`src/source/retry_cfg.svh`:
```
`ifndef RETRY_CFG_SVH
`define RETRY_CFG_SVH

// Sequence id width
// Top bit is parity, lower bits pick one of the replay slots
`define RETRY_ID_W 4

// Payload width of one item
`define RETRY_DATA_W 16

// Redundant lanes, two only detect a fault
`define RETRY_NUM_LANES 2

// Odd multiplier of the lane transform
`define RETRY_MIX_CONST 16'h9E37

`endif

```
`src/source/retry_pkg.sv`:
```
`include "retry_cfg.svh"

package retry_pkg;

    // Field view of a sequence id
    typedef struct packed {
        logic                      parity;
        logic [`RETRY_ID_W-2:0]    slot;
    } id_fields_t;

    // One id word, read raw for order checks or split for slot lookup
    typedef union packed {
        logic [`RETRY_ID_W-1:0]    raw;
        id_fields_t                f;
    } seq_id_u;

    typedef struct packed {
        logic [`RETRY_DATA_W-1:0]  data;
        seq_id_u                   id;
    } item_t;

    // Request from end block back to start block
    typedef struct packed {
        logic                      valid;
        logic                      lock;
        seq_id_u                   id;
    } retry_req_t;

    // Parity counter step, shared by start and end
    function automatic seq_id_u next_id(input seq_id_u id);
        seq_id_u nxt;
        nxt.f.slot   = id.f.slot + 1'b1;
        nxt.f.parity = ^nxt.f.slot;
        return nxt;
    endfunction

endpackage

```
`src/source/redundant_lane.sv`:
```
`timescale 1ns/1ps
`include "retry_cfg.svh"

module redundant_lane (
    input  logic                        clk_i,
    input  logic                        rst_n_i,

    input  retry_pkg::item_t            item_i,
    input  logic                        valid_i,
    output logic                        ready_o,

    // Bit flips applied at capture
    input  logic [`RETRY_DATA_W-1:0]    fault_i,

    output retry_pkg::item_t            item_o,
    output logic                        valid_o,
    input  logic                        ready_i
);

    localparam int W = `RETRY_DATA_W;

    logic               valid_q;
    retry_pkg::item_t   item_q;

    // Multiply by the odd constant, mix in a rotate left by 5
    function automatic logic [W-1:0] mix(input logic [W-1:0] d);
        logic [W-1:0] prod;
        prod = d * `RETRY_MIX_CONST;
        return prod ^ {d[W-6:0], d[W-1:W-5]};
    endfunction

    assign ready_o = ready_i | ~valid_q;

    always_ff @(posedge clk_i) begin
        if (!rst_n_i) begin
            valid_q <= 1'b0;
        end else if (ready_o) begin
            valid_q <= valid_i;
        end
    end

    // Payload stage
    always_ff @(posedge clk_i) begin
        if (valid_i && ready_o) begin
            item_q.data <= mix(item_i.data) ^ fault_i;
            item_q.id   <= item_i.id;
        end
    end

    assign item_o  = item_q;
    assign valid_o = valid_q;

endmodule

```
`config.mk`:
```
export PLATFORM = sky130hd
export DESIGN_NAME = redundant_lane
export DESIGN_NICKNAME = d
export VERILOG_FILES = /design/src/source/retry_pkg.sv /design/src/source/redundant_lane.sv
export VERILOG_INCLUDE_DIRS = /design/src /design/src/source
export SDC_FILE = /design/constraint.sdc
export NUM_CORES = 1
export LEC_CHECK = 0
export BUFFER_PORTS_ARGS = -buffer_cell sky130_fd_sc_hd__buf_2
export CORE_ASPECT_RATIO = 0.9
export CORE_MARGIN = 2
export CORE_UTILIZATION = 50
export DETAILED_ROUTE_END_ITERATION = 8
export HOLD_SLACK_MARGIN = 0.03
export PLACE_DENSITY_LB_ADDON = 0.05
export SLEW_MARGIN = 10
export SYNTH_ARGS = -nofsm -noshare
export SYNTH_HDL_FRONTEND = slang
export SYNTH_SLANG_ARGS = --single-unit
```
`constraint.sdc`:
```
create_clock -name clk_i -period 5.3 [get_ports clk_i]
set_clock_uncertainty 0.1 [all_clocks]
set_input_delay 0.795 -clock clk_i [delete_from_list [all_inputs] [get_ports clk_i]]
set_output_delay 0.795 -clock clk_i [all_outputs]
set_load 0.005 [all_outputs]
```
==> out/results.ini <==
[outcome]
status = complete, no violations

[placement]
io_buffers = 61
gp_routability_congestion = 0.8332
place_inst = 484
dp.final_hpwl_microns = 6234
pre_cts_ws_ns = -0.1453

[clock_network]
clk_latency_ns = 0.26
htreeDepth = 1
cts_made_buffers = 3
cts_setup_buffers = 0
clockBufferDepth = 2
root_buffer = clkbuf_8
clk_pin_slew_ns = 0.09
cts_tree = yes
cts.sinks = 21

[logic_synthesis]
syn_avg_cell_area_sq_um = 10.39
syn_area_sq_um = 3376
synth_cells = 325
synth_cell_types = 26
syn_nets = 464
ys_seq_elements = 21
yosys_warnings = 0
seq_area_frac_synth_pct = 18.38

[global_route]
gr-usage-met2_pct = 35.82
grt.met3_usage_pct = 1.284
grt_first_pass_wirelength_microns = 11720
grt_pass1_vias = 2417
grt_usage_pct = 20.84
grt_max_degree = 21
antenna_found_initial = 0
busiest_layer = met2
overflow = 0
grtUsageMet1_pct = 29.07

[final_layout]
antenna_cells = 0
syn_to_final_growth_pct = 15.60
n_fill_cell = 614
finalNetCount = 538
regArea_sq_um = 620.6
mostFrequentLayoutCells = inv_1 (99), buf_2 (61), ha_1 (56)
final_common_cell = inv_1
drive_gt1_share_pct = 18.59
layout.cells.non_filler = 488
multiInputGateArea_sq_um = 2387

[floorplan]
dieArea_sq_um = 7425
rows = 28
coreArea_sq_um = 6551
fp.dieW_microns = 90.61
die_y_microns = 81.95
initial_utilization_pct = 51.53
io-pin-count = 62

[pwr]
power_density_nw_per_um2 = 632.7
power_leakage_nw = 1.982
vdd_drop_max_mv = 0.6093

[sta]
max_slew.worst_pin.slew_ns = 1.008
setup_viol = 0
max_freq_mhz = 195.4
fin_crit_ns = 5.118
rsz0062_at_grt = no
slew_headroom_pct = 32.81
finalSetupTns_ns = 0
drv_slew = 0
fin_ws_ns = 0.1817
hold_viol_final = 0
fin_crit_sh_pct = 96.57

[routing]
vias_per_cell = 4.680
vias = 2284
dr.pass1.iters = 4
routed_wirelength_microns = 6964
wl_per_cell_microns = 14.27
final_antenna_net_count = 0
drtIter0Drc = 48
drc = 0

[worst_setup_path]
required_ns = 5.23
rrSetupSlack_ns = 3.61
cp_max_fo = 4
r2r-start = valid_o$_SDFFE_PN0N_
worstSetupStartpoint = item_i[10]
rr_worst_depth = 2
crit_type = in2reg
arrival_ns = 5.04
critPathLaunchType = primary input
crit_end = item_o[19]$_DFFE_PP_
crit_path_end_kind = register
rr_endpoint = item_o[9]$_DFFE_PP_

[hold_path]
min_path_type = reg2reg

[run]
max-cap-violations = 0

metal layers:
metal,vias up,part of all wire [%]
li1,1145,-
met1,1092,48
met2,40,48
met3,7,2.4
met4,0,1.4
met5,-,0
power by group:
part / total [mW] / switching (mW) / internal (mW)
Combinational: 2.01 / 1.04 / 0.965
Clock: 0.114 / 0.0599 / 0.0537
Sequential: 0.348 / 0.0122 / 0.335
sequential cells by signal, indices dropped and copies added, names as in the netlist:
signal	flops
item_o	20
valid_o	1
cell families after synthesis:
kind of cell             share of synthesized area [%]
AO/OA/AOI/OAI                                    5.819
AND/OR/NAND/NOR                                  2.187
buffers and inverters                            11.01
adder cells (fa/ha/maj)                          46.26
XOR/XNOR                                         16.35
flip-flops                                       18.38
what timing repair did:
item                                    CTS  global route
hold endpoints to repair                  0             0
gates resized for setup                   0             1
endpoints found under the setup margin    0             1
hold buffers                              0             0
synthesized netlist by cell type:
| cell | instances | area (sq um) |
|---|---|---|
| a2111oi_4 | 1 | 27.53 |
| a21oi_1 | 6 | 30.03 |
| o311ai_1 | 1 | 8.760 |
| and2_1 | 1 | 6.260 |
| o21ai_0 | 5 | 25.02 |
| ha_1 | 56 | 700.7 |
| xor2_1 | 11 | 96.34 |
| nand2_1 | 6 | 22.52 |
| o221ai_1 | 1 | 8.760 |
| nor2b_1 | 1 | 6.260 |
| or3_1 | 1 | 6.260 |
| xnor2_1 | 52 | 455.4 |
| nand2b_1 | 2 | 12.51 |
| a211oi_1 | 1 | 7.510 |
| o31ai_1 | 1 | 7.510 |
| nand3_1 | 1 | 5.000 |
| a21boi_0 | 1 | 7.510 |
| o211ai_1 | 1 | 7.510 |
| nor2_1 | 4 | 15.01 |
| o22ai_1 | 1 | 6.260 |
| o21bai_1 | 2 | 15.01 |
| fa_1 | 43 | 860.8 |
| inv_1 | 99 | 371.6 |
| a21o_1 | 6 | 45.04 |
| edfxtp_1 | 20 | 600.6 |
| dfxtp_1 | 1 | 20.02 |
how the worst min path moves through the flow:
stage,startpoint,to,slack [ns],depth (start not counted)
floorplan,valid_o$_SDFFE_PN0N_,valid_o$_SDFFE_PN0N_,0.44,2
global placement,valid_o$_SDFFE_PN0N_,valid_o$_SDFFE_PN0N_,0.40,2
detailed placement,valid_o$_SDFFE_PN0N_,valid_o$_SDFFE_PN0N_,0.45,2
CTS,valid_o$_SDFFE_PN0N_,valid_o$_SDFFE_PN0N_,0.45,2
global route,valid_o$_SDFFE_PN0N_,valid_o$_SDFFE_PN0N_,0.50,2
finish,valid_o$_SDFFE_PN0N_,valid_o$_SDFFE_PN0N_,0.45,2
worst max-delay path, cell delays in order:
cell      delay, ns
buf_2          0.14
ha_1           0.36
fa_1           0.48
ha_1           0.31
inv_1          0.05
fa_1           0.47
inv_1          0.05
fa_1           0.54
inv_1          0.06
fa_1           0.53
inv_1          0.04
ha_1           0.30
a21o_1         0.19
a21oi_2        0.16
o21ai_0        0.12
a21oi_1        0.20
o21bai_1       0.11
xnor2_1        0.13
area by class of cell:
class / instances / area share [%]
tap: 90 / 2.886
multi-input combinational: 205 / 61.17
inverter: 99 / 9.522
timing repair buffer: 69 / 9.362
clock buffer: 4 / 1.154
sequential: 21 / 15.90
stage by stage:
step | cell area, sq um | hold WS, ns | power (mW) | util (%)
6_report | 3902 | 0.4470 | 2.469 | 59.57
5_1_grt | 3902 | 0.4985 | 2.771 | 59.57
4_1_cts | 3899 | 0.4549 | 2.490 | 59.51
3_5_place_dp | 3854 | 0.4455 | 2.367 | 58.82
3_3_place_gp | 3854 | 0.4013 | 2.307 | 58.82
2_1_floorplan | 3376 | 0.4366 | 1.906 | -
Power figures use the tool's default switching activity.
