==> src/source/retry_cfg.svh <==
`ifndef RETRY_CFG_SVH
`define RETRY_CFG_SVH

// Sequence id width
// Top bit is parity, lower bits pick one of the replay slots
`define RETRY_ID_W 4

// Payload width of one item
`define RETRY_DATA_W 16

// Redundant lanes, two only detect a fault
`define RETRY_NUM_LANES 2

// Odd multiplier of the lane transform
`define RETRY_MIX_CONST 16'h9E37

`endif

==> src/source/retry_pkg.sv <==
`include "retry_cfg.svh"

package retry_pkg;

    // Field view of a sequence id
    typedef struct packed {
        logic                      parity;
        logic [`RETRY_ID_W-2:0]    slot;
    } id_fields_t;

    // One id word, read raw for order checks or split for slot lookup
    typedef union packed {
        logic [`RETRY_ID_W-1:0]    raw;
        id_fields_t                f;
    } seq_id_u;

    typedef struct packed {
        logic [`RETRY_DATA_W-1:0]  data;
        seq_id_u                   id;
    } item_t;

    // Request from end block back to start block
    typedef struct packed {
        logic                      valid;
        logic                      lock;
        seq_id_u                   id;
    } retry_req_t;

    // Parity counter step, shared by start and end
    function automatic seq_id_u next_id(input seq_id_u id);
        seq_id_u nxt;
        nxt.f.slot   = id.f.slot + 1'b1;
        nxt.f.parity = ^nxt.f.slot;
        return nxt;
    endfunction

endpackage

==> src/source/retry_inorder_start.sv <==
`timescale 1ns/1ps
`include "retry_cfg.svh"

module retry_inorder_start (
    input  logic                        clk_i,
    input  logic                        rst_n_i,

    // Upstream
    input  logic [`RETRY_DATA_W-1:0]    data_i,
    input  logic                        valid_i,
    output logic                        ready_o,

    // Towards the lanes
    output retry_pkg::item_t            item_o,
    output logic                        valid_o,
    input  logic                        ready_i,

    // Retry path from the end block
    input  retry_pkg::retry_req_t       retry_i,
    output logic                        retry_ready_o
);

    localparam int SLOTS = 2 ** (`RETRY_ID_W - 1);

    logic                       run_q;
    logic                       failed_valid_q;
    retry_pkg::seq_id_u         failed_id_q;
    retry_pkg::seq_id_u         cnt_q;
    logic [`RETRY_DATA_W-1:0]   store_q [SLOTS];
    logic                       issue;

    //////////////////////////////////////////////////
    // Failed id, held until the replay is issued

    assign retry_ready_o = ready_i | ~failed_valid_q;

    always_ff @(posedge clk_i) begin
        if (!rst_n_i) begin
            failed_valid_q <= 1'b0;
        end else if (retry_i.valid && retry_ready_o) begin
            failed_valid_q <= 1'b1;
        end else if (ready_i) begin
            failed_valid_q <= 1'b0;
        end
    end

    always_ff @(posedge clk_i) begin
        if (!rst_n_i) begin
            failed_id_q <= '0;
        end else if (retry_i.valid && retry_ready_o) begin
            failed_id_q <= retry_i.id;
        end
    end

    // Input stays closed for the first cycle out of reset
    always_ff @(posedge clk_i) begin
        if (!rst_n_i) begin
            run_q <= 1'b0;
        end else begin
            run_q <= 1'b1;
        end
    end

    //////////////////////////////////////////////////
    // Id counter with parity tag

    assign issue = valid_o & ready_i;

    always_ff @(posedge clk_i) begin
        if (!rst_n_i) begin
            cnt_q <= '0;
        end else if (issue) begin
            cnt_q <= retry_pkg::next_id(cnt_q);
        end
    end

    //////////////////////////////////////////////////
    // Replay buffer, one slot per id

    always_ff @(posedge clk_i) begin
        if (issue) begin
            store_q[cnt_q.f.slot] <= item_o.data;
        end
    end

    // Replay wins over new input and always gets a fresh id
    always_comb begin
        if (failed_valid_q) begin
            item_o.data = store_q[failed_id_q.f.slot];
        end else begin
            item_o.data = data_i;
        end
        item_o.id = cnt_q;
    end

    //////////////////////////////////////////////////
    // Handshake

    assign valid_o = failed_valid_q | (run_q & valid_i & ~retry_i.lock);
    assign ready_o = run_q & ready_i & ~failed_valid_q & ~retry_i.lock;

endmodule

==> config.mk <==
export PLATFORM = sky130hd
export DESIGN_NAME = retry_inorder_start
export DESIGN_NICKNAME = d
export VERILOG_FILES = /design/src/source/retry_pkg.sv /design/src/source/retry_inorder_start.sv
export VERILOG_INCLUDE_DIRS = /design/src /design/src/source
export SDC_FILE = /design/constraint.sdc
export NUM_CORES = 1
export LEC_CHECK = 0
export BUFFER_PORTS_ARGS = -buffer_cell sky130_fd_sc_hd__buf_4
export CORE_ASPECT_RATIO = 0.6
export CORE_MARGIN = 2
export CORE_UTILIZATION = 52
export CTS_BUF_LIST = sky130_fd_sc_hd__clkbuf_16
export CTS_CLUSTER_DIAMETER = 80
export DETAILED_ROUTE_END_ITERATION = 10
export PLACE_DENSITY = 0.71
export SETUP_SLACK_MARGIN = 0.1
export SYNTH_ARGS = -nofsm -noshare
export SYNTH_HDL_FRONTEND = slang
export SYNTH_SLANG_ARGS = --single-unit
==> constraint.sdc <==
create_clock -name clk_i -period 3.6 [get_ports clk_i]
set_input_delay 0.72 -clock clk_i [delete_from_list [all_inputs] [get_ports clk_i]]
set_output_delay 0.72 -clock clk_i [all_outputs]
set_load 0.02 [all_outputs]
==> flow_metrics.tcl <==
set metrics [dict create \
    multi_input_area_um2 1370 \
    vias 3097 \
    setup_tns_ns 0 \
    p_leak_nw 2.34 \
    r2r-end "store_q[2][7]$_DFFE_PP_" \
    antenna-diode-count 0 \
    cp_max_fo 29 \
    peakVddDrop_mv 0.439 \
    rsz0062_at_grt "false" \
    grt_pass1_vias 3042 \
    final_nets 438 \
    yosys_warnings 0 \
    path_class "reg -> out" \
    wl_per_cell_um 19.0 \
    gr-total-overflow 0 \
    die-area_um2 11800 \
    end_kind "output port" \
    clkPwrFrac_pct 41.7 \
    clkTransAtPathRegs_ns 0.05 \
    ioPinCount 49 \
    cts_max_path_buffers 2 \
    cap_violations 0 \
    max_stage_delay_ns 0.64 \
    drc 0 \
    p_int_mw 2.86 \
    ant_nets 0 \
    period_needed_ns 3.14 \
    fp.dieH_um 84.8 \
    area_growth_pct 18.1 \
    gp_congestion 0.741 \
    syn_area_um2 5660 \
    hold_viol 0 \
    swShare_pct 21.5 \
    cts_tree "built" \
    placedCellCount 531 \
    cts_setup_buffers 0 \
    hpwl_um 6140 \
    grt.total_usage_pct 19.5 \
    seq_power_share_pct 50.6 \
    path_cells "buf_12 > mux2i_1 > a22oi_1 > nand3_1 > o21ai_1 > buf_4" \
    rr_worst_depth 4 \
    ys_types 30 \
    slowest_stage "dfxtp_4" \
    syn_nets 377 \
    yosys_register_bits 140 \
    drt_iter0_markers 270 \
    power.density_nw_per_um2 544 \
    hp-class "reg -> reg" \
    p_sw_mw 0.781 \
    grt_max_degree 38 \
    place_area_um2 6170 \
    avgViaCountPerCell 5.50 \
    tightest_slew_ns 0.684 \
    synth_seq_area_share_pct 72.1 \
    critPathLaunchType "flip-flop" \
    cp.required_ns 2.88 \
    worstPathArrival_ns 2.42 \
    cts-root-buf "clkbuf_16" \
    cts-buffers-inserted 17 \
    maxSlewHeadroom_pct 54.2 \
    cts_num_sinks 140 \
    antenna_found_initial 0 \
    worstHoldStart "failed_id_q[0]$_SDFFE_PN0P_" \
    rr_startpoint "failed_valid_q$_SDFFE_PN0P_" \
    postCtsHoldBufs 0 \
    cts.repair.resized 0 \
    htreeDepth 4 \
    outcome "complete, no violations" \
    drt_wl_total_um 10700 \
    regArea_um2 4090 \
    combPwrFrac_pct 7.7 \
    hold_depth 2 \
    fillers 779 \
    crit_family "flip-flops" \
    portBuffers 47 \
    maxSlewViolCount 0 \
    instances_no_fill 563 \
    coreArea_um2 10600 \
    max_freq_mhz 318 \
    cp_num_buf_inv 2 \
    finalPower_mw 3.64 \
    drt_first_pass_iters 4 \
    finalSetupViolations 0 \
    fin_crit_sh_pct 87.3 \
    syn-instance-count 350 \
    row_count 29 \
    r2r_slack_ns 1.47 \
    avgSynthCellArea_um2 16.2 \
    clkLatencyLatePin_ns 0.40 \
    grt_pass1_wl_um 17000 \
    final_area_um2 6690 \
    start_util_pct 53.4 \
    fin_skew_ns 0.00760 \
    drive_gt1_share_pct 22.6 \
    die_x_um 139 \
]
## metal layers
layer  vias to the layer above  track usage, %  part of all wire (%)
met4                         0            6.34                  0.32
met3                         4            5.47                   8.0
met5                         -               0                     0
li1                       1473               -                     -
met2                       108            30.4                    48
met1                      1512            27.3                    44
## synthesized netlist by cell type
master,count,area [um2]
edfxtp_1,128,3840
mux2i_1,66,661
a22oi_1,32,240
nand3_1,20,100
inv_1,17,63.8
o21ai_1,16,80.1
dfxtp_1,12,240
buf_2,10,50.1
nand2_1,5,18.8
xnor2_1,5,43.8
nor2_1,4,15.0
nor2b_1,4,25.0
nor3_1,4,20.0
a21boi_1,3,22.5
and2_1,3,18.8
buf_12,3,60.1
buf_6,3,33.8
nand2b_1,3,18.8
a21boi_0,1,7.51
and3b_1,1,8.76
buf_4,1,7.51
buf_8,1,15.0
clkbuf_1,1,3.75
clkbuf_2,1,5.00
ha_1,1,12.5
nor4_1,1,6.26
nor4bb_1,1,10.0
o211ai_1,1,7.51
o21ai_4,1,16.3
or2_2,1,6.26
## worst max-delay path by stage
stage               slack [ns]       start  cells past startpoint                 endpoint
CTS                       0.43   flip-flop                      6                item_o[6]
finish                    0.46   flip-flop                      6               item_o[11]
floorplan                 0.50  retry_i[4]                      3  store_q[0][0]$_DFFE_PP_
global route              0.26   flip-flop                      6                item_o[6]
global placement          0.96   flip-flop                      6                item_o[6]
detailed placement        0.88   flip-flop                      6               item_o[11]
## through the flow
stage               util, %  worst slack [ns]  hold slack (ns)
global placement       58.2             0.958            0.435
global route           63.1             0.262            0.471
floorplan                 -             0.504            0.433
finish                 63.1             0.456            0.445
CTS                    63.1             0.431            0.446
detailed placement     58.2             0.880            0.437
## state kept, by name, summed over array words and instances (netlist names), named ones only
name	flops
store_q	128
run_q	1
failed_id_q	3
cnt_q	4
failed_valid_q	1
## worst reg2reg max path: stages, from the launching register on
cell and delay, ns:
dfxtp_1 0.30, buf_4 0.39, o21ai_4 0.19, nor3_2 0.60, buf_4 0.35
## area by class of cell
type,instances,area share (%)
multi-input combinational,173,20.4
clock buffer,17,6.36
inverter,17,0.954
clock inverter,15,1.42
timing repair buffer,62,7.15
tap,139,2.60
sequential,140,61.1
## kinds of logic (layout without fill, tap and decap cells)
logic type	count (synthesis)	in the layout	share of synthesized area, %
flops	140	140	72.1
mux	66	66	11.7
buf+inv	37	111	4.22
fa+ha+maj	1	1	0.221
compound gates	54	54	6.61
xor+xnor	5	5	0.773
simple gates	47	47	4.38
## power by group through the flow
stage | Combinational (mW) | Sequential (mW) | Clock [mW]
finish | 0.280 | 1.84 | 1.52
CTS | 0.283 | 1.84 | 1.55
floorplan | 0.191 | 1.87 | 0
global route | 0.308 | 1.84 | 1.62
global placement | 0.274 | 1.87 | 0
detailed placement | 0.282 | 1.87 | 0
## cells in the final DEF, fill, tap and decap left out, types with 3 or more instances in the layout
master	Yosys	final
nor3_2	0	4
clkinv_2	0	7
edfxtp_1	128	128
nor2b_1	4	4
xnor2_1	5	5
a21boi_1	3	3
inv_1	17	22
nand2b_1	3	3
o21ai_1	16	16
nor2_1	4	4
a22oi_1	32	32
nand2_1	5	5
mux2i_1	66	66
buf_4	1	61
nand3_1	20	20
dfxtp_1	12	11
and2_1	3	3
clkbuf_16	0	17
(Power assumes the default switching activity.)
