==> config.mk <==
export PLATFORM = sky130hd
export DESIGN_NAME = retry_inorder_end
export DESIGN_NICKNAME = d
export VERILOG_FILES = /design/src/source/retry_pkg.sv /design/src/source/retry_inorder_end.sv
export VERILOG_INCLUDE_DIRS = /design/src /design/src/source
export SDC_FILE = /design/constraint.sdc
export NUM_CORES = 1
export LEC_CHECK = 0
export ABC_AREA = 1
export BUFFER_PORTS_ARGS = -buffer_cell sky130_fd_sc_hd__buf_2
export CORE_UTILIZATION = 40
export CTS_CLUSTER_DIAMETER = 80
export DETAILED_ROUTE_END_ITERATION = 6
export GPL_ROUTABILITY_DRIVEN = 1
export PLACE_DENSITY_LB_ADDON = 0.25
export SETUP_SLACK_MARGIN = 0.4
export SYNTH_ARGS = -nofsm -noshare
export SYNTH_HDL_FRONTEND = slang
export SYNTH_SLANG_ARGS = --single-unit
export TNS_END_PERCENT = 10
==> constraint.sdc <==
create_clock -name clk_i -period 2 [get_ports clk_i]
set_input_delay 0.3 -clock clk_i [delete_from_list [all_inputs] [get_ports clk_i]]
set_output_delay 0.3 -clock clk_i [all_outputs]
set_load 0.005 [all_outputs]
==> src/source/retry_cfg.svh <==
`ifndef RETRY_CFG_SVH
`define RETRY_CFG_SVH

// Sequence id width
// Top bit is parity, lower bits pick one of the replay slots
`define RETRY_ID_W 4

// Payload width of one item
`define RETRY_DATA_W 16

// Redundant lanes, two only detect a fault
`define RETRY_NUM_LANES 2

// Odd multiplier of the lane transform
`define RETRY_MIX_CONST 16'h9E37

`endif

==> src/source/retry_pkg.sv <==
`include "retry_cfg.svh"

package retry_pkg;

    // Field view of a sequence id
    typedef struct packed {
        logic                      parity;
        logic [`RETRY_ID_W-2:0]    slot;
    } id_fields_t;

    // One id word, read raw for order checks or split for slot lookup
    typedef union packed {
        logic [`RETRY_ID_W-1:0]    raw;
        id_fields_t                f;
    } seq_id_u;

    typedef struct packed {
        logic [`RETRY_DATA_W-1:0]  data;
        seq_id_u                   id;
    } item_t;

    // Request from end block back to start block
    typedef struct packed {
        logic                      valid;
        logic                      lock;
        seq_id_u                   id;
    } retry_req_t;

    // Parity counter step, shared by start and end
    function automatic seq_id_u next_id(input seq_id_u id);
        seq_id_u nxt;
        nxt.f.slot   = id.f.slot + 1'b1;
        nxt.f.parity = ^nxt.f.slot;
        return nxt;
    endfunction

endpackage

==> src/source/retry_inorder_end.sv <==
`timescale 1ns/1ps
`include "retry_cfg.svh"

module retry_inorder_end (
    input  logic                                            clk_i,
    input  logic                                            rst_n_i,

    // From the lanes
    input  retry_pkg::item_t [`RETRY_NUM_LANES-1:0]         lane_item_i,
    input  logic [`RETRY_NUM_LANES-1:0]                     lane_valid_i,
    output logic                                            lane_ready_o,

    // Downstream
    output logic [`RETRY_DATA_W-1:0]                        data_o,
    output logic                                            valid_o,
    input  logic                                            ready_i,

    // Retry path to the start block
    output retry_pkg::retry_req_t                           retry_o,
    input  logic                                            retry_ready_i
);

    retry_pkg::seq_id_u exp_q;
    logic               lock_q;
    logic               any_valid;
    logic               agree;
    logic               id_ok;
    logic               good;
    logic               consume;
    logic               drop;
    logic               deliver;

    //////////////////////////////////////////////////
    // Lane compare and order check

    always_comb begin
        agree = &lane_valid_i;
        for (int i = 1; i < `RETRY_NUM_LANES; i++) begin
            if (lane_item_i[i] != lane_item_i[0]) begin
                agree = 1'b0;
            end
        end
    end

    assign any_valid = |lane_valid_i;
    assign id_ok     = (lane_item_i[0].id.raw == exp_q.raw);
    assign good      = any_valid & agree & id_ok;

    // Bad items wait until start can take the failed id
    assign lane_ready_o = good ? ready_i : retry_ready_i;

    assign consume = any_valid & lane_ready_o;
    assign drop    = consume & ~good;
    assign deliver = good & ready_i;

    //////////////////////////////////////////////////
    // Outputs

    assign data_o  = lane_item_i[0].data;
    assign valid_o = good;

    // Lock rises in the cycle the failure is seen
    always_comb begin
        retry_o.valid = drop;
        retry_o.lock  = lock_q | (any_valid & ~good);
        retry_o.id    = lane_item_i[0].id;
    end

    //////////////////////////////////////////////////
    // Expected id and lock state

    always_ff @(posedge clk_i) begin
        if (!rst_n_i) begin
            exp_q <= '0;
        end else if (consume) begin
            // Start gives every issue a new id, so each consumed item steps the count
            exp_q <= retry_pkg::next_id(exp_q);
        end
    end

    always_ff @(posedge clk_i) begin
        if (!rst_n_i) begin
            lock_q <= 1'b0;
        end else if (drop) begin
            lock_q <= 1'b1;
        end else if (deliver) begin
            lock_q <= 1'b0;
        end
    end

endmodule

==> results of run 1 <==
-- kinds of logic (layout without fill, tap and decap cells) --
group / Yosys count / after routing / share of synthesized area
adder cells (fa/ha/maj): 1 / 1 / 0.0111
flip-flops: 5 / 5 / 0.0886
AO/OA/AOI/OAI: 9 / 9 / 0.0487
XOR/XNOR: 7 / 7 / 0.0543
AND/OR/NAND/NOR: 127 / 127 / 0.507
buffers and inverters: 66 / 122 / 0.290
-- layer usage --
layer,GRT usage,part of all wire,up-vias
li1,-,-,741
met5,0,0,-
met4,0.0125,0,0
met3,0.0355,0.081,0
met1,0.234,0.47,527
met2,0.299,0.45,49
-- cell usage after synthesis --
master and instances:
nand2_1 71, inv_1 39, nor2_1 22, buf_4 21, nand3_1 9, nand4_1 6, xnor2_1 6, dfxtp_1 5
inv_2 5, a21oi_1 4, nand2_2 4, nor2_2 4, nand3_2 3, nor4_1 2, o21ai_0 2, a21boi_0 1
a21o_2 1, buf_2 1, ha_1 1, nand2_4 1, nand3b_1 1, nor2_4 1, nor3_1 1, nor3b_1 1
o2111ai_1 1, or2_2 1, xor2_1 1
-- state kept, by name, indices dropped and copies added, names as in the netlist --
| signal | count |
|---|---|
| lock_q | 1 |
| exp_q | 4 |
-- final timing paths --
| path | start | endpoint |
|---|---|---|
| max | exp_q[2]$_SDFFE_PN0P_ | retry_o[4] |
| min | rst_n_i | exp_q[2]$_SDFFE_PN0P_ |
| max reg2reg | exp_q[2]$_SDFFE_PN0P_ | exp_q[3]$_SDFFE_PN0P_ |
| min reg2reg | lock_q$_SDFFE_PN0P_ | lock_q$_SDFFE_PN0P_ |
-- repair_timing --
action / CTS / global route
setup endpoints to repair: 4 / 4
pin swaps: 5 / 1
resized for setup: 7 / 0
buffers inserted: 2 / 3
-- power groups by stage --
stage               logic (mW)  registers [mW]  clock network, mW
floorplan                0.179           0.119                  0
global placement         0.249           0.122                  0
detailed placement       0.251           0.122                  0
CTS                      0.262           0.120              0.126
global route             0.304           0.121              0.136
finish                   0.264           0.120              0.120
-- area by class of cell --
type,count,area [µm²],area share
clock buffer,4,26.3,0.0184
sequential,5,108,0.0753
tap,30,37.5,0.0263
inverter,44,165,0.116
timing repair buffer,74,383,0.268
multi-input combinational,144,709,0.496
-- critical path, cell delays in order (launching register included) --
cell and delay [ps]:
dfxtp_4 350, inv_2 30, nand2_1 60, nand2_2 70, nor2_4 100, nand3_2 90
nor2_4 130, nand3_2 110, a21o_2 200, buf_2 120
-- stage by stage --
| stage | instance area (µm²) | power (mW) | hold slack, ps |
|---|---|---|---|
| finish | 1430 | 0.504 | 312 |
| CTS | 1410 | 0.507 | 307 |
| global placement | 1350 | 0.371 | 470 |
| global route | 1430 | 0.561 | 320 |
| floorplan | 1130 | 0.298 | 421 |
| detailed placement | 1350 | 0.373 | 465 |
==> results.json, run 1 <==
{
  "viasPerCell": 4.38,
  "final_cell_mix": "nand2_1, buf_2, inv_1",
  "ant_nets": 0,
  "start_util": 0.440,
  "synth_top_cell_area_share": 0.236,
  "synth_seq_area_share": 0.0886,
  "critPathCaptureType": "output port",
  "tns_ps": 0,
  "hold_class": "in -> reg",
  "crit_arrival_ps": 1490,
  "drc": 0,
  "synth_area_um2": 1130,
  "clock_latency_ps": 250,
  "powerDensity_nw_per_um2": 353,
  "drv_slew": 0,
  "antenna_cells": 0,
  "ys_seq_elements": 5,
  "finalClockSkew_ps": 5.06,
  "clkTransAtPathRegs_ps": 50,
  "drtPass1Iterations": 5,
  "layout.cells.non_filler": 301,
  "wire_per_inst_um": 8.42,
  "seq_power_share": 0.237,
  "yosys-top-cells-area": "nand2_1, buf_4, inv_1",
  "dp_hpwl_mm": 2.19,
  "dieArea_um2": 3040,
  "syn_avg_cell_area_um2": 5.26,
  "worst_slack_ps": 213,
  "cts_tree": "yes",
  "layout-drive-gt1-share": 0.376,
  "pwr-share-clk": 0.239,
  "num_vias": 1317,
  "port_buffers": 69,
  "clock_sinks": 5,
  "leakagePower_nw": 0.912,
  "crit_type": "reg -> out",
  "grt_setup_unrepaired": "yes",
  "track_usage": 0.175,
  "die_h_um": 55.1,
  "final_common_cell": "nand2_1",
  "start_kind": "register",
  "fin_nets": 319,
  "core_area_um2": 2570,
  "syn_nets": 262,
  "grt_antenna_before_repair": 0,
  "hold_buffers": 0,
  "first_global_vias": 967,
  "yosys.area.top_type": "nand2_1",
  "gp_congestion": 0.997,
  "period_share": 0.894,
  "numCtsBuffers": 3,
  "hold_path_depth": 3,
  "worst_pin_slew_ps": 352,
  "die_w_um": 55.1,
  "synthCells": 215,
  "fmax_mhz": 559,
  "grt_pass1_wl_mm": 3.86,
  "post-place-cells": 292,
  "io_pins": 70,
  "critPathMaxFanout": 3,
  "grt_overflow": 0,
  "max_slew_margin": 0.763,
  "r2r_cells": 12,
  "ff2ff_setup_slack_ps": 490,
  "drt_iter0_drc": 30,
  "comb_power_share": 0.524,
  "areaGrowthSynthToFinish_pct": 26.5,
  "wl_mm": 2.53,
  "p_sw_frac": 0.386,
  "setup_violations": 0,
  "status": "finished, final reports clean",
  "cp.required_ps": 1700,
  "hold_viol_final": 0,
  "ir_drop_v": 0.000494,
  "row_count": 18,
  "ys_types": 27,
  "period_needed_ps": 1790,
  "fillers": 283,
  "fin_util": 0.557,
  "cts-root-buf": "clkbuf_4",
  "drv_cap": 0,
  "yosys_warnings": 0,
  "clockBufferDepth": 2,
  "post-place-ws_ps": 324,
  "grt_max_degree": 11,
  "cts_max_level": 1,
  "power_switching_mw": 0.195,
  "internal-power_mw": 0.309
}
Power figures use the tool's default switching activity.
==> run 2, diff against run 1 <==
- PLACE_DENSITY: unset -> 0.88
- PLACE_DENSITY_LB_ADDON: 0.25 -> unset
==> run 2 against run 1 <==
Effect of this change: sequential share of layout area decreased by 0.28 points; design area increased by 1.5%; register-to-register slack is essentially flat; critical endpoint unchanged; via count up 4.9%; hold slack improved by 10 ps; wire length up 7.7%; flip-flop and latch count unchanged; first-iteration DRC count is 13% lower.
==> results.json, run 2 (synthesis results as in run 1) <==
{
  "period_needed_ps": 1800,
  "grt_antenna_before_repair": 0,
  "grt_pass1_wl_mm": 4.20,
  "start_util": 0.440,
  "ir_drop_v": 0.000379,
  "finalClockSkew_ps": 2.08,
  "reg.largest.list": "exp_q (4), lock_q (1)",
  "cts-root-buf": "clkbuf_4",
  "hold_viol_final": 0,
  "final_cell_mix": "buf_2, nand2_1, inv_1",
  "leakagePower_nw": 0.920,
  "antenna_cells": 0,
  "period_share": 0.898,
  "die_w_um": 55.1,
  "viasPerCell": 4.57,
  "drv_slew": 0,
  "cp.required_ps": 1700,
  "worst_pin_slew_ps": 293,
  "powerDensity_nw_per_um2": 353,
  "row_count": 18,
  "cts_max_level": 1,
  "start_kind": "register",
  "drt_iter0_drc": 26,
  "setup_violations": 0,
  "status": "finished, final reports clean",
  "grt_setup_unrepaired": "yes",
  "wl_mm": 2.73,
  "gp_congestion": 0.817,
  "grt_overflow": 0,
  "die_h_um": 55.1,
  "clkTransAtPathRegs_ps": 40,
  "crit_type": "reg -> out",
  "drc": 0,
  "io_pins": 70,
  "path_cells": "inv_2 -> nand2_2 -> nand2_2 -> nor2_2 -> nand2_2 -> nor2_2 -> nand3_2 -> a21o_2 -> buf_6",
  "crit_arrival_ps": 1500,
  "wire_per_inst_um": 9.04,
  "cts_tree": "yes",
  "first_global_vias": 1117,
  "clock_latency_ps": 240,
  "tns_ps": 0,
  "layout-drive-gt1-share": 0.404,
  "core_area_um2": 2570,
  "top_register": "exp_q",
  "ant_nets": 0,
  "areaGrowthSynthToFinish_pct": 28.3,
  "drtPass1Iterations": 4,
  "final_area_um2": 1450,
  "clock_sinks": 5,
  "crit_buf_inv": 2,
  "dp_hpwl_mm": 2.30,
  "clockBufferDepth": 2,
  "critPathMaxFanout": 3,
  "max_stage_delay_ps": 350,
  "fin_nets": 320,
  "hold_class": "in -> reg",
  "grt_max_degree": 11,
  "worst_path_dominant_cell_family": "simple AND/OR/NAND/NOR gates",
  "drv_cap": 0,
  "numCtsBuffers": 3,
  "hold_buffers": 0,
  "num_vias": 1381,
  "cp_common_cell": "nand2_2",
  "fmax_mhz": 557,
  "port_buffers": 69,
  "largest_register_ffs": 4,
  "slowest_stage": "dfxtp_2",
  "critPathCaptureType": "output port",
  "placed_area_um2": 1350,
  "dieArea_um2": 3040,
  "track_usage": 0.190,
  "max_slew_margin": 0.804,
  "final_common_cell": "buf_2"
}
==> run 2: worst paths after layout <==
kind,startpoint,endpoint,slack (ps),cells past startpoint
worst max-delay path,exp_q[3]$_SDFFE_PN0P_,retry_o[4],200,9
worst min-delay path,rst_n_i,exp_q[1]$_SDFFE_PN0P_,320,3
worst max register to register,exp_q[2]$_SDFFE_PN0P_,exp_q[2]$_SDFFE_PN0P_,480,13
worst min register to register,lock_q$_SDFFE_PN0P_,lock_q$_SDFFE_PN0P_,480,2
==> run 2: layout make-up <==
class	count	area, µm²
fillers	274	1120
multi-input cells	144	719
inverters	44	165
repair buffers	75	397
well taps	30	37.5
clock buffers	4	26.3
flip-flops and latches	5	105
==> run 2: what timing repair did <==
item                                   4_1_cts  5_1_grt
pin swaps                                    7        5
setup buffers                                5        1
endpoints found under the hold margin        0        0
setup endpoints to repair                    4        8
resized for setup                            7        6
==> run 2: tightest hold or removal path, stage by stage <==
cell and delay, ps:
buf_2 130, nand2_1 60, nor2_1 30
==> run 2: where the power goes <==
part | internal, mW | leakage (nW) | switching, mW
Combinational | 0.129 | 0.862 | 0.147
Clock | 0.0753 | 0.0150 | 0.0394
Sequential | 0.111 | 0.0428 | 0.00968
Total | 0.315 | 0.920 | 0.196
==> run 2: metrics by stage <==
stage | power (mW) | util | instances | hold WS (ps) | setup slack, ps
floorplan | 0.298 | - | 215 | 421 | 582
global placement | 0.368 | 0.526 | 292 | 478 | 326
detailed placement | 0.374 | 0.526 | 292 | 475 | 320
CTS | 0.509 | 0.556 | 301 | 308 | 228
global route | 0.565 | 0.565 | 302 | 323 | 92.2
finish | 0.511 | 0.565 | 302 | 322 | 203
==> run 2: metal layers <==
| metal | vias to the layer above | GRT usage | part of all wire |
|---|---|---|---|
| met4 | 0 | 0.0625 | 0 |
| met1 | 593 | 0.212 | 0.44 |
| li1 | 739 | - | - |
| met3 | 0 | 0.0191 | 0.059 |
| met5 | - | 0 | 0 |
| met2 | 49 | 0.367 | 0.50 |
